[config.mk]
export PLATFORM = sky130hd
export DESIGN_NAME = conv_top
export DESIGN_NICKNAME = d
export VERILOG_FILES = /design/src/design/conv_pkg.sv /design/src/design/conv_top.sv /design/src/design/kernel_store.sv /design/src/design/line_buffer.sv /design/src/design/mac_array.sv /design/src/design/window_shift.sv
export SDC_FILE = /design/constraint.sdc
export NUM_CORES = 2
export LEC_CHECK = 0
export ABC_AREA = 1
export ABC_CLOCK_PERIOD_IN_PS = 5200
export BUFFER_PORTS_ARGS = -buffer_cell sky130_fd_sc_hd__buf_2
export CAP_MARGIN = 20
export CELL_PAD_IN_SITES_DETAIL_PLACEMENT = 2
export CELL_PAD_IN_SITES_GLOBAL_PLACEMENT = 2
export CORE_ASPECT_RATIO = 0.5
export CORE_UTILIZATION = 43
export DETAILED_ROUTE_END_ITERATION = 12
export PLACE_DENSITY_LB_ADDON = 0.1
export SYNTH_ARGS = -nofsm -noshare
export SYNTH_HDL_FRONTEND = slang
export SYNTH_SLANG_ARGS = --single-unit
[constraint.sdc]
create_clock -name clk -period 5.2 [get_ports clk]
set_input_delay 1.04 -clock clk [delete_from_list [all_inputs] [get_ports clk]]
set_output_delay 1.04 -clock clk [all_outputs]
set_load 0.05 [all_outputs]
[src/design/conv_pkg.sv]
`default_nettype none

package conv_pkg;

    // pixel and weight formats
    localparam int PIX_W  = 8;
    localparam int WGT_W  = 8;
    localparam int LANES  = 2;
    localparam int WORD_W = PIX_W * LANES;

    // image geometry, LINE_W must be at least 3
    localparam int LINE_W = 16;
    localparam int COL_W  = $clog2(LINE_W);

    // arithmetic
    localparam int TAPS      = 9;
    localparam int PROD_W    = PIX_W + WGT_W + 1;
    localparam int SUM_W     = 20;
    localparam int RND_SHIFT = 8;
    localparam int RND_BIAS  = 1 << (RND_SHIFT - 1);
    localparam int PIX_MAX   = (1 << PIX_W) - 1;

    typedef logic signed [WGT_W-1:0] weight_t;

    // pix[1] is the upper byte, pix[0] the lower
    typedef struct packed {
        logic [LANES-1:0][PIX_W-1:0] pix;
    } lane_pair_s;

    typedef union packed {
        logic [WORD_W-1:0] raw;
        lane_pair_s        lane;
    } pix_pair_u;

    // one image column, top is the oldest row
    typedef struct packed {
        pix_pair_u top;
        pix_pair_u middle;
        pix_pair_u bottom;
    } column_s;

    typedef struct packed {
        column_s left;
        column_s centre;
        column_s right;
    } window_s;

    // w[0] is top-left, row-major
    typedef struct packed {
        weight_t [TAPS-1:0] w;
    } kernel_s;

endpackage

`default_nettype wire

[src/design/conv_top.sv]
`timescale 1ns/100ps
`default_nettype none

module conv_top (
    input  logic                              clk,
    input  logic                              rst,
    input  logic                              pixel_valid,
    input  conv_pkg::pix_pair_u               pixel_data,
    input  logic                              knl_wr_en,
    input  logic [3:0]                        knl_wr_addr,
    input  logic signed [conv_pkg::WGT_W-1:0] knl_wr_data,
    output logic                              out_valid,
    output conv_pkg::pix_pair_u               out_data
);
    import conv_pkg::*;

    logic    col_valid;
    logic    col_first;
    logic    rows_ready;
    column_s col;
    logic    win_valid;
    window_s win;
    kernel_s kernel;

    // row storage, one column per accepted pixel
    line_buffer u_line_buffer (
        .clk         (clk),
        .rst         (rst),
        .pixel_valid (pixel_valid),
        .pixel_data  (pixel_data),
        .col_valid   (col_valid),
        .col_first   (col_first),
        .col         (col),
        .rows_ready  (rows_ready)
    );

    window_shift u_window_shift (
        .clk        (clk),
        .rst        (rst),
        .col_valid  (col_valid),
        .col_first  (col_first),
        .rows_ready (rows_ready),
        .col        (col),
        .win_valid  (win_valid),
        .win        (win)
    );

    kernel_store u_kernel_store (
        .clk         (clk),
        .rst         (rst),
        .knl_wr_en   (knl_wr_en),
        .knl_wr_addr (knl_wr_addr),
        .knl_wr_data (knl_wr_data),
        .kernel      (kernel)
    );

    // three-stage multiply-accumulate for both lanes
    mac_array u_mac_array (
        .clk       (clk),
        .rst       (rst),
        .win_valid (win_valid),
        .win       (win),
        .kernel    (kernel),
        .out_valid (out_valid),
        .out_data  (out_data)
    );

endmodule

`default_nettype wire

[src/design/kernel_store.sv]
`timescale 1ns/100ps
`default_nettype none

module kernel_store (
    input  logic                              clk,
    input  logic                              rst,
    input  logic                              knl_wr_en,
    input  logic [3:0]                        knl_wr_addr,
    input  logic signed [conv_pkg::WGT_W-1:0] knl_wr_data,
    output conv_pkg::kernel_s                 kernel
);
    import conv_pkg::*;

    kernel_s weights;

    // one weight per write, decoded by tap index
    always_ff @(posedge clk) begin
        if (rst) begin
            weights <= '0;
        end else if (knl_wr_en) begin
            for (int t = 0; t < TAPS; t++) begin
                if (knl_wr_addr == 4'(t)) begin
                    weights.w[t] <= knl_wr_data;
                end
            end
        end
    end

    assign kernel = weights;

    a_addr_range: assert property (
        @(posedge clk) disable iff (rst)
        knl_wr_en |-> (knl_wr_addr < 4'(TAPS))
    );

endmodule

`default_nettype wire

[src/design/line_buffer.sv]
`timescale 1ns/100ps
`default_nettype none

module line_buffer (
    input  logic                clk,
    input  logic                rst,
    input  logic                pixel_valid,
    input  conv_pkg::pix_pair_u pixel_data,
    output logic                col_valid,
    output logic                col_first,
    output conv_pkg::column_s   col,
    output logic                rows_ready
);
    import conv_pkg::*;

    // two previous rows, oldest on top
    logic [WORD_W-1:0] row_top [LINE_W];
    logic [WORD_W-1:0] row_mid [LINE_W];

    logic [COL_W-1:0] col_cnt;
    logic [1:0]       row_cnt;
    logic             last_col;

    assign last_col = (col_cnt == COL_W'(LINE_W - 1));

    //////////////////////////////////////////////////
    // column and row position

    always_ff @(posedge clk) begin
        if (rst) begin
            col_cnt <= '0;
            row_cnt <= '0;
        end else if (pixel_valid) begin
            if (last_col) begin
                col_cnt <= '0;
                // saturates once two full rows are stored
                if (row_cnt != 2'd2) begin
                    row_cnt <= row_cnt + 2'd1;
                end
            end else begin
                col_cnt <= col_cnt + COL_W'(1);
            end
        end
    end

    // flags travel with the column they describe
    always_ff @(posedge clk) begin
        if (rst) begin
            col_valid  <= 1'b0;
            col_first  <= 1'b0;
            rows_ready <= 1'b0;
        end else begin
            col_valid <= pixel_valid;
            if (pixel_valid) begin
                col_first  <= (col_cnt == '0);
                rows_ready <= (row_cnt == 2'd2);
            end
        end
    end

    //////////////////////////////////////////////////
    // row cascade

    // middle row moves up to top, new pixel takes its slot
    always_ff @(posedge clk) begin
        if (pixel_valid) begin
            col.top.raw      <= row_top[col_cnt];
            col.middle.raw   <= row_mid[col_cnt];
            col.bottom       <= pixel_data;
            row_top[col_cnt] <= row_mid[col_cnt];
            row_mid[col_cnt] <= pixel_data.raw;
        end
    end

    a_valid_known: assert property (
        @(posedge clk) disable iff (rst)
        !$isunknown(pixel_valid)
    );

endmodule

`default_nettype wire

[src/design/mac_array.sv]
`timescale 1ns/100ps
`default_nettype none

module mac_array (
    input  logic                clk,
    input  logic                rst,
    input  logic                win_valid,
    input  conv_pkg::window_s   win,
    input  conv_pkg::kernel_s   kernel,
    output logic                out_valid,
    output conv_pkg::pix_pair_u out_data
);
    import conv_pkg::*;

    // window flattened to tap order, 0 is top-left
    pix_pair_u taps [TAPS];

    logic signed [PROD_W-1:0] prod_q   [LANES][TAPS];
    logic signed [SUM_W-1:0]  tree_sum [LANES];
    logic signed [SUM_W-1:0]  sum_q    [LANES];
    logic signed [SUM_W-1:0]  shifted  [LANES];
    logic [PIX_W-1:0]         sat      [LANES];
    logic                     prod_valid;
    logic                     sum_valid;

    assign taps[0] = win.left.top;
    assign taps[1] = win.centre.top;
    assign taps[2] = win.right.top;
    assign taps[3] = win.left.middle;
    assign taps[4] = win.centre.middle;
    assign taps[5] = win.right.middle;
    assign taps[6] = win.left.bottom;
    assign taps[7] = win.centre.bottom;
    assign taps[8] = win.right.bottom;

    //////////////////////////////////////////////////
    // stage 1: products

    // unsigned pixel times signed weight, both lanes share the kernel
    always_ff @(posedge clk) begin
        for (int l = 0; l < LANES; l++) begin
            for (int t = 0; t < TAPS; t++) begin
                prod_q[l][t] <= $signed({1'b0, taps[t].lane.pix[l]})
                                * $signed(kernel.w[t]);
            end
        end
    end

    //////////////////////////////////////////////////
    // stage 2: adder tree

    always_comb begin
        for (int l = 0; l < LANES; l++) begin
            tree_sum[l] = '0;
            for (int t = 0; t < TAPS; t++) begin
                tree_sum[l] = tree_sum[l] + SUM_W'(prod_q[l][t]);
            end
        end
    end

    always_ff @(posedge clk) begin
        for (int l = 0; l < LANES; l++) begin
            sum_q[l] <= tree_sum[l];
        end
    end

    //////////////////////////////////////////////////
    // stage 3: round, shift, saturate

    always_comb begin
        for (int l = 0; l < LANES; l++) begin
            // round half up before the arithmetic shift
            shifted[l] = (sum_q[l] + SUM_W'(RND_BIAS)) >>> RND_SHIFT;
            if (shifted[l] < 0) begin
                sat[l] = '0;
            end else if (shifted[l] > PIX_MAX) begin
                sat[l] = PIX_W'(PIX_MAX);
            end else begin
                sat[l] = shifted[l][PIX_W-1:0];
            end
        end
    end

    always_ff @(posedge clk) begin
        for (int l = 0; l < LANES; l++) begin
            out_data.lane.pix[l] <= sat[l];
        end
    end

    // valid alongside each stage
    always_ff @(posedge clk) begin
        if (rst) begin
            prod_valid <= 1'b0;
            sum_valid  <= 1'b0;
            out_valid  <= 1'b0;
        end else begin
            prod_valid <= win_valid;
            sum_valid  <= prod_valid;
            out_valid  <= sum_valid;
        end
    end

    a_latency: assert property (
        @(posedge clk) disable iff (rst)
        out_valid == $past(win_valid, 3)
    );

endmodule

`default_nettype wire

[src/design/window_shift.sv]
`timescale 1ns/100ps
`default_nettype none

module window_shift (
    input  logic              clk,
    input  logic              rst,
    input  logic              col_valid,
    input  logic              col_first,
    input  logic              rows_ready,
    input  conv_pkg::column_s col,
    output logic              win_valid,
    output conv_pkg::window_s win
);

    // columns of the current row held before this one, capped at 2
    logic [1:0] col_cnt;

    always_ff @(posedge clk) begin
        if (rst) begin
            col_cnt   <= '0;
            win_valid <= 1'b0;
        end else begin
            // third or later column of a row below two stored rows
            win_valid <= col_valid && rows_ready && !col_first
                         && (col_cnt == 2'd2);
            if (col_valid) begin
                if (col_first) begin
                    col_cnt <= 2'd1;
                end else if (col_cnt != 2'd2) begin
                    col_cnt <= col_cnt + 2'd1;
                end
            end
        end
    end

    // newest column enters on the right
    always_ff @(posedge clk) begin
        if (col_valid) begin
            win.left   <= win.centre;
            win.centre <= win.right;
            win.right  <= col;
        end
    end

endmodule

`default_nettype wire

Word-level counts from Yosys, hierarchy flattened
Memory sizes are Yosys's and may differ from the RTL's. A register that Yosys moved wholly into a read port is not among the register bits.
Cells that the tools add are included.
{"block": "word_totals", "reg_bits": 279, "mem_bits_rw": 858, "out_inout_bits": 17, "wordCells": 119, "mem_count": 4}
{"block": "classes", "add_sub_neg": 21, "n_mul": 18, "n_lt_le_gt_ge": 4, "n_eq_ne": 13, "mux": 9, "n_reduce_logical": 18}
{"name": "u_mac_array.prod_q", "depth": 2, "word_bits": 153, "rd": 2, "rd_clocked_by_memory_dff": 0, "write_ports": 2, "line_no": "mac_array.sv:18", "rtl": "logic signed [PROD_W-1:0] prod_q [LANES][TAPS];"}
{"name": "u_line_buffer.row_mid", "depth": 16, "word_bits": 16, "rd": 1, "rd_clocked_by_memory_dff": 1, "write_ports": 1, "line_no": "line_buffer.sv:18", "rtl": "logic [WORD_W-1:0] row_mid [LINE_W];"}
{"name": "u_line_buffer.row_top", "depth": 16, "word_bits": 16, "rd": 1, "rd_clocked_by_memory_dff": 1, "write_ports": 1, "line_no": "line_buffer.sv:17", "rtl": "logic [WORD_W-1:0] row_top [LINE_W];"}
{"name": "u_mac_array.sum_q", "depth": 2, "word_bits": 20, "rd": 2, "rd_clocked_by_memory_dff": 0, "write_ports": 2, "line_no": "mac_array.sv:20", "rtl": "logic signed [SUM_W-1:0] sum_q [LANES];"}
{"operator": "$mul 9x8->17", "n": 18}
{"operator": "$add 20x17->20", "n": 12}
{"operator": "$add 20x9->20 const B", "n": 2}
{"operator": "$add 18x17->19", "n": 2}
{"operator": "$add 17x17->18", "n": 2}
{"operator": "$gt 12x9->1 const B", "n": 2}
{"operator": "$lt 12x1->1 const B", "n": 2}
{"operator": "$reduce_and 2->1", "n": 10}
{"operator": "$eq 4x3->1 const B", "n": 4}
{"operator": "$mux 8", "n": 2}
{"operator": "$mux 4", "n": 3}
{"operator": "$eq 4x2->1 const B", "n": 2}
{"operator": "$eq 4x4->1 const B", "n": 2}
{"operator": "$logic_not 4->1", "n": 2}
{"operator": "$add 2x1->2 const B", "n": 2}
{"operator": "$add 4x1->4 const B", "n": 1}
{"operator": "$eq 2x2->1 const B", "n": 2}
{"operator": "$eq 4x1->1 const B", "n": 1}
{"operator": "$mux 2", "n": 2}
{"operator": "$ne 2x2->1 const B", "n": 2}
{"operator": "$logic_and 1x1->1", "n": 3}
{"operator": "$reduce_and 3->1", "n": 1}
{"operator": "$mux 1", "n": 2}
{"operator": "$reduce_bool 2->1", "n": 1}
{"operator": "$logic_not 1->1", "n": 1}

Logic depth before layout (Yosys ltp)
{"block": "logic_depth", "ltp_word": 8, "depth_mapped": 25, "depth_no_buf": 25}

Modules after synthesis
Synthesis repeated with hierarchy kept, for this count alone.
{"block": "hier_totals", "cells_unflattened": 9913, "area_unflattened_um2": 87969.4}
{"mod": "mac_array", "n_inst": 1, "cells_each": 7005, "area_per_inst_um2": 56384.1, "seq_area_each_um2": 7026.7}
{"mod": "line_buffer", "n_inst": 1, "cells_each": 2314, "area_per_inst_um2": 24209.5, "seq_area_each_um2": 17076.4}
{"mod": "window_shift", "n_inst": 1, "cells_each": 167, "area_per_inst_um2": 4481.8, "seq_area_each_um2": 4384.2}
{"mod": "kernel_store", "n_inst": 1, "cells_each": 427, "area_per_inst_um2": 2894.0, "seq_area_each_um2": 1441.4}

Worst setup path after synthesis
OpenSTA, ideal clock, no wires.
{"block": "synth_path", "kind": "flip-flop to flip-flop", "from": "reg u_kernel_store.weights (netlist bit u_kernel_store.kernel[2])", "to": "mem u_mac_array.prod_q[1][150] (netlist bit)", "setup_ps": 120, "t_arrival_ps": 4119, "required_ps": 5080, "setup_slack_ps": 962, "path_stages_with_launch": 18, "cell_sequence": "dfxtp_1 clkbuf_1 clkbuf_1 nand2_1 fa_1 inv_1 fa_1 inv_1 fa_1 fa_1 inv_1 ha_1 nand2_1 o21ai_0 nor2_1 o21ai_0 a21oi_1 xnor2_1"}
{"item": "start: declaration", "line_no": "kernel_store.sv:14", "rtl": "kernel_s weights;"}
{"item": "end: declaration", "line_no": "mac_array.sv:18"}

==> flow_metrics.py <==
metrics = {
    "power": {
        "power_density_nw_per_um2": 265.7,
        "pwr-share-comb_pct": 20.1,
        "swShare_pct": 33.02,
        "ir_drop_mv": 0.4244,
        "cell_internal_pwr_uw": 16620,
        "power_switching_uw": 8194,
        "total_leakage_power_uw": 0.04709,
        "pwr-share-seq_pct": 43.6,
        "power.clock.fraction_pct": 36.3,
    },
    "logic_synthesis": {
        "synth_warnings": 0,
        "synthXorXnorAreaFrac_pct": 2.786,
        "syn_area_per_cell_um2": 9.403,
        "yosysTopAreaCellShare_pct": 24.55,
        "synth_top_family_by_area": "adder cells",
        "synth-seq-area-share_pct": 34.76,
        "synth_edf_count": 704,
        "synth_top_cell_by_area": "edfxtp_1",
        "synth.cell_area_um2": 86100,
        "ys_ff_latch": 1143,
        "synth-simple-area-share_pct": 11.65,
        "muxShareOfSynthArea_pct": 0.7441,
        "netlist_instances": 9156,
        "synth_compound_area_share_pct": 6.136,
        "yosys.area_share.adder_pct": 32.73,
        "synth_cell_types": 53,
        "syn_nets": 10920,
        "synthFlopType": "edfxtp_1",
        "synth-async-reset-ratio_pct": 0,
        "synth_area_leaders": "edfxtp_1, fa_1, ha_1, dfxtp_1, inv_1",
    },
    "timing": {
        "skew_ps": 92.58,
        "rsz0062_at_grt": "false",
        "period_needed_ps": 4993,
        "setup_violations": 0,
        "finalSetupTns_ps": 0,
        "drv_slew": 0,
        "final_hold_viol_count": 0,
        "clock.fmax_mhz": 200.3,
        "min_period_over_period_pct": 96.02,
        "fin_hold_ws_ps": 428.9,
        "tightest_slew_ps": 1083,
        "maxSlewHeadroom_pct": 27.80,
    },
    "cts": {
        "cts_resized": 0,
        "cts_tree": "built",
        "cts_root_buffer": "clkbuf_16",
        "ctsHoldBuffers": 0,
        "clock_latency_ps": 810,
        "clkSinkCount": 1143,
        "h-tree-depth": 3,
        "cts_setup_buffers": 0,
        "cts_made_buffers": 112,
        "clk_pin_slew_worst_paths_ps": 70,
        "cts_buffer_depth": 3,
    },
    "finish": {
        "fillCellCount": 20980,
        "drive_above_1_share_pct": 5.828,
        "post-route-util_pct": 47.24,
        "num-nets-final": 10840,
        "syn_to_final_growth_pct": 8.465,
    },
    "worst_setup_path": {
        "r2r_setup_slack_ps": 210,
        "regToRegStartpoint": "u_mac_array.prod_q[0][105]",
        "arrival_ps": 5710,
        "reg2regPathDepth": 16,
        "r2r-end": "u_mac_array.sum_q[0][9]",
        "crit_end": "u_mac_array.sum_q[0][9]",
        "critPathCaptureType": "register",
        "cp.required_ps": 5920,
        "startpoint": "u_mac_array.prod_q[0][105]",
        "critPathLaunchType": "register",
        "cp_max_fo": 6,
        "crit_type": "reg -> reg",
    },
    "routing": {
        "totalWireLength_um": 290200,
        "wl_per_cell_um": 24.55,
        "vias": 62310,
        "drtIter0Drc": 3876,
        "drt-pass1-iter-count": 6,
        "post-route-drc-count": 0,
        "avgViaCountPerCell": 5.272,
        "final_antenna_net_count": 0,
    },
    "floorplanning": {
        "core-area_um2": 197700,
        "die_w_um": 634.8,
        "die_h_um": 318.4,
        "dieArea_um2": 202100,
        "rows": 115,
        "ios": 49,
        "initial_core_util_pct": 43.55,
    },
    "hold_path": {
        "min_path_type": "reg -> reg",
    },
    "global_routing": {
        "gr-total-overflow": 0,
        "grt_max_degree": 88,
        "first_global_vias": 70290,
        "antenna_found_initial": 32,
        "track_usage_pct": 29.05,
        "grt_pass1_wl_um": 441400,
    },
    "place": {
        "gp_congestion": 0.8746,
        "hpwl_um": 221600,
        "io_buffers": 48,
    },
    "flow_run": {
        "max-cap-violations": 0,
    },
    "status": {
        "outcome": "completed",
    },
}
-- critical path, cell delays in order, from the launching register on --
cell and delay [ps]:
dfxtp_1 320, fa_1 490, ha_1 390, nand2_1 120, nand3_1 140, nand2_1 90
nand2_1 90, xnor2_1 750, fa_1 550, inv_1 80, ha_1 260, a21oi_1 250
o21ai_0 190, a21oi_1 410, o21ai_0 180, xor2_1 420, buf_4 200
-- area by class of cell --
type / count / area, um2 / area share [%]
Inverter: 2159 / 8107 / 8.681
Tap cell: 2632 / 3293 / 3.526
Multi-Input combinational cell: 5467 / 46650 / 49.96
Clock inverter: 66 / 799.5 / 0.8561
Timing Repair Buffer: 198 / 1429 / 1.530
Clock buffer: 147 / 3142 / 3.364
Sequential cell: 1143 / 29950 / 32.07
Antenna cell: 8 / 20.02 / 0.02144
-- cells by family (layout without fill, tap and decap cells) --
family                   count (synthesis)  in the layout
buffers and inverters                 2546           2570
AND/OR/NAND/NOR                       2458           2458
adder cells (fa/ha/maj)               1728           1728
flip-flops                            1143           1143
AO/OA/AOI/OAI                          944            944
XOR/XNOR                               273            273
multiplexers                            64             64
other                                    0              8
-- layout by cell type, fill, tap and decap left out, types with 10 or more instances in the layout --
cell and count:
a21o_1 38, a21oi_1 317, a31oi_1 19, buf_2 48, buf_4 145, bufinv_16 11
clkbuf_1 17, clkbuf_16 116, clkbuf_8 12, clkinv_1 14, clkinv_2 22, dfxtp_1 434
edfxtp_1 704, fa_1 874, ha_1 854, inv_1 2146, mux2i_1 64, nand2_1 1590
nand3_1 194, nand4_1 59, nor2_1 454, nor2_4 17, nor3_1 26, o2111ai_1 10
o211ai_1 67, o21ai_0 364, o21ai_1 11, o21bai_1 25, o22ai_1 64, or2_2 96
xnor2_1 95, xor2_1 177
-- metrics by stage --
stage | total power, uW | worst slack, ps | instances | instance area (um2)
after detailed placement | 15910 | 437.8 | 11600 | 89420
after CTS | 24980 | 314.8 | 11810 | 93370
final | 24810 | 207.1 | 11820 | 93390
after floorplan | 13810 | 961.7 | 9156 | 86100
after global placement | 15680 | 565.8 | 11600 | 89420
after global routing | 25800 | 130.5 | 11820 | 93380
-- power groups by stage --
stage | Combinational (uW) | Clock [uW] | Sequential, uW
2_1_floorplan | 3030 | 0 | 10800
3_3_place_gp | 4700 | 0 | 11000
3_5_place_dp | 4910 | 0 | 11000
4_1_cts | 5000 | 9170 | 10800
5_1_grt | 5470 | 9480 | 10900
6_report | 4980 | 9010 | 10800
-- per-layer routing --
layer | up-vias | global-route usage [%] | wire [um]
li1 | 28140 | - | -
met1 | 32710 | 40.87 | 134900
met2 | 1185 | 47.82 | 135100
met3 | 281 | 3.538 | 13090
met4 | 2 | 7.077 | 7056
met5 | - | 0 | 13
-- state kept, by name (all words and copies together) (netlist names), 2 cells and up, named ones only --
signal	cells
u_kernel_store.kernel	72
u_line_buffer.col	48
u_line_buffer.col_cnt	4
u_line_buffer.row_cnt	2
u_line_buffer.row_mid	256
u_line_buffer.row_top	256
u_mac_array.out_data	16
u_mac_array.prod_q	306
u_mac_array.sum_q	26
u_window_shift.col_cnt	2
u_window_shift.win	144
-- cells in the mapped netlist (14+ instances only) --
cell / instances
a21oi_1: 317
nand4_1: 59
o21ai_0: 364
dfxtp_1: 439
buf_2: 25
or2_2: 96
o211ai_1: 67
fa_1: 874
xnor2_1: 95
a21o_1: 38
nor3_1: 27
ha_1: 854
nand2_1: 1590
nand3_1: 194
a31oi_1: 19
edfxtp_1: 704
clkbuf_1: 336
o22ai_1: 64
buf_1: 14
inv_1: 2147
mux2i_1: 64
nor2_1: 469
o21bai_1: 25
xor2_1: 177
-- worst min-delay path by stage --
| stage | from | slack [ps] | to | depth (start not counted) |
|---|---|---|---|---|
| after floorplan | u_mac_array.sum_valid | 390 | u_mac_array.out_valid | 2 |
| after global placement | u_line_buffer.col[36] | 400 | u_window_shift.win[36] | 0 |
| after detailed placement | u_line_buffer.col[34] | 410 | u_window_shift.win[34] | 0 |
| after CTS | u_line_buffer.col[34] | 430 | u_window_shift.win[34] | 0 |
| after global routing | u_line_buffer.col[47] | 430 | u_window_shift.win[47] | 0 |
| final | u_line_buffer.col[34] | 430 | u_window_shift.win[34] | 0 |
(Power assumes the default switching activity.)
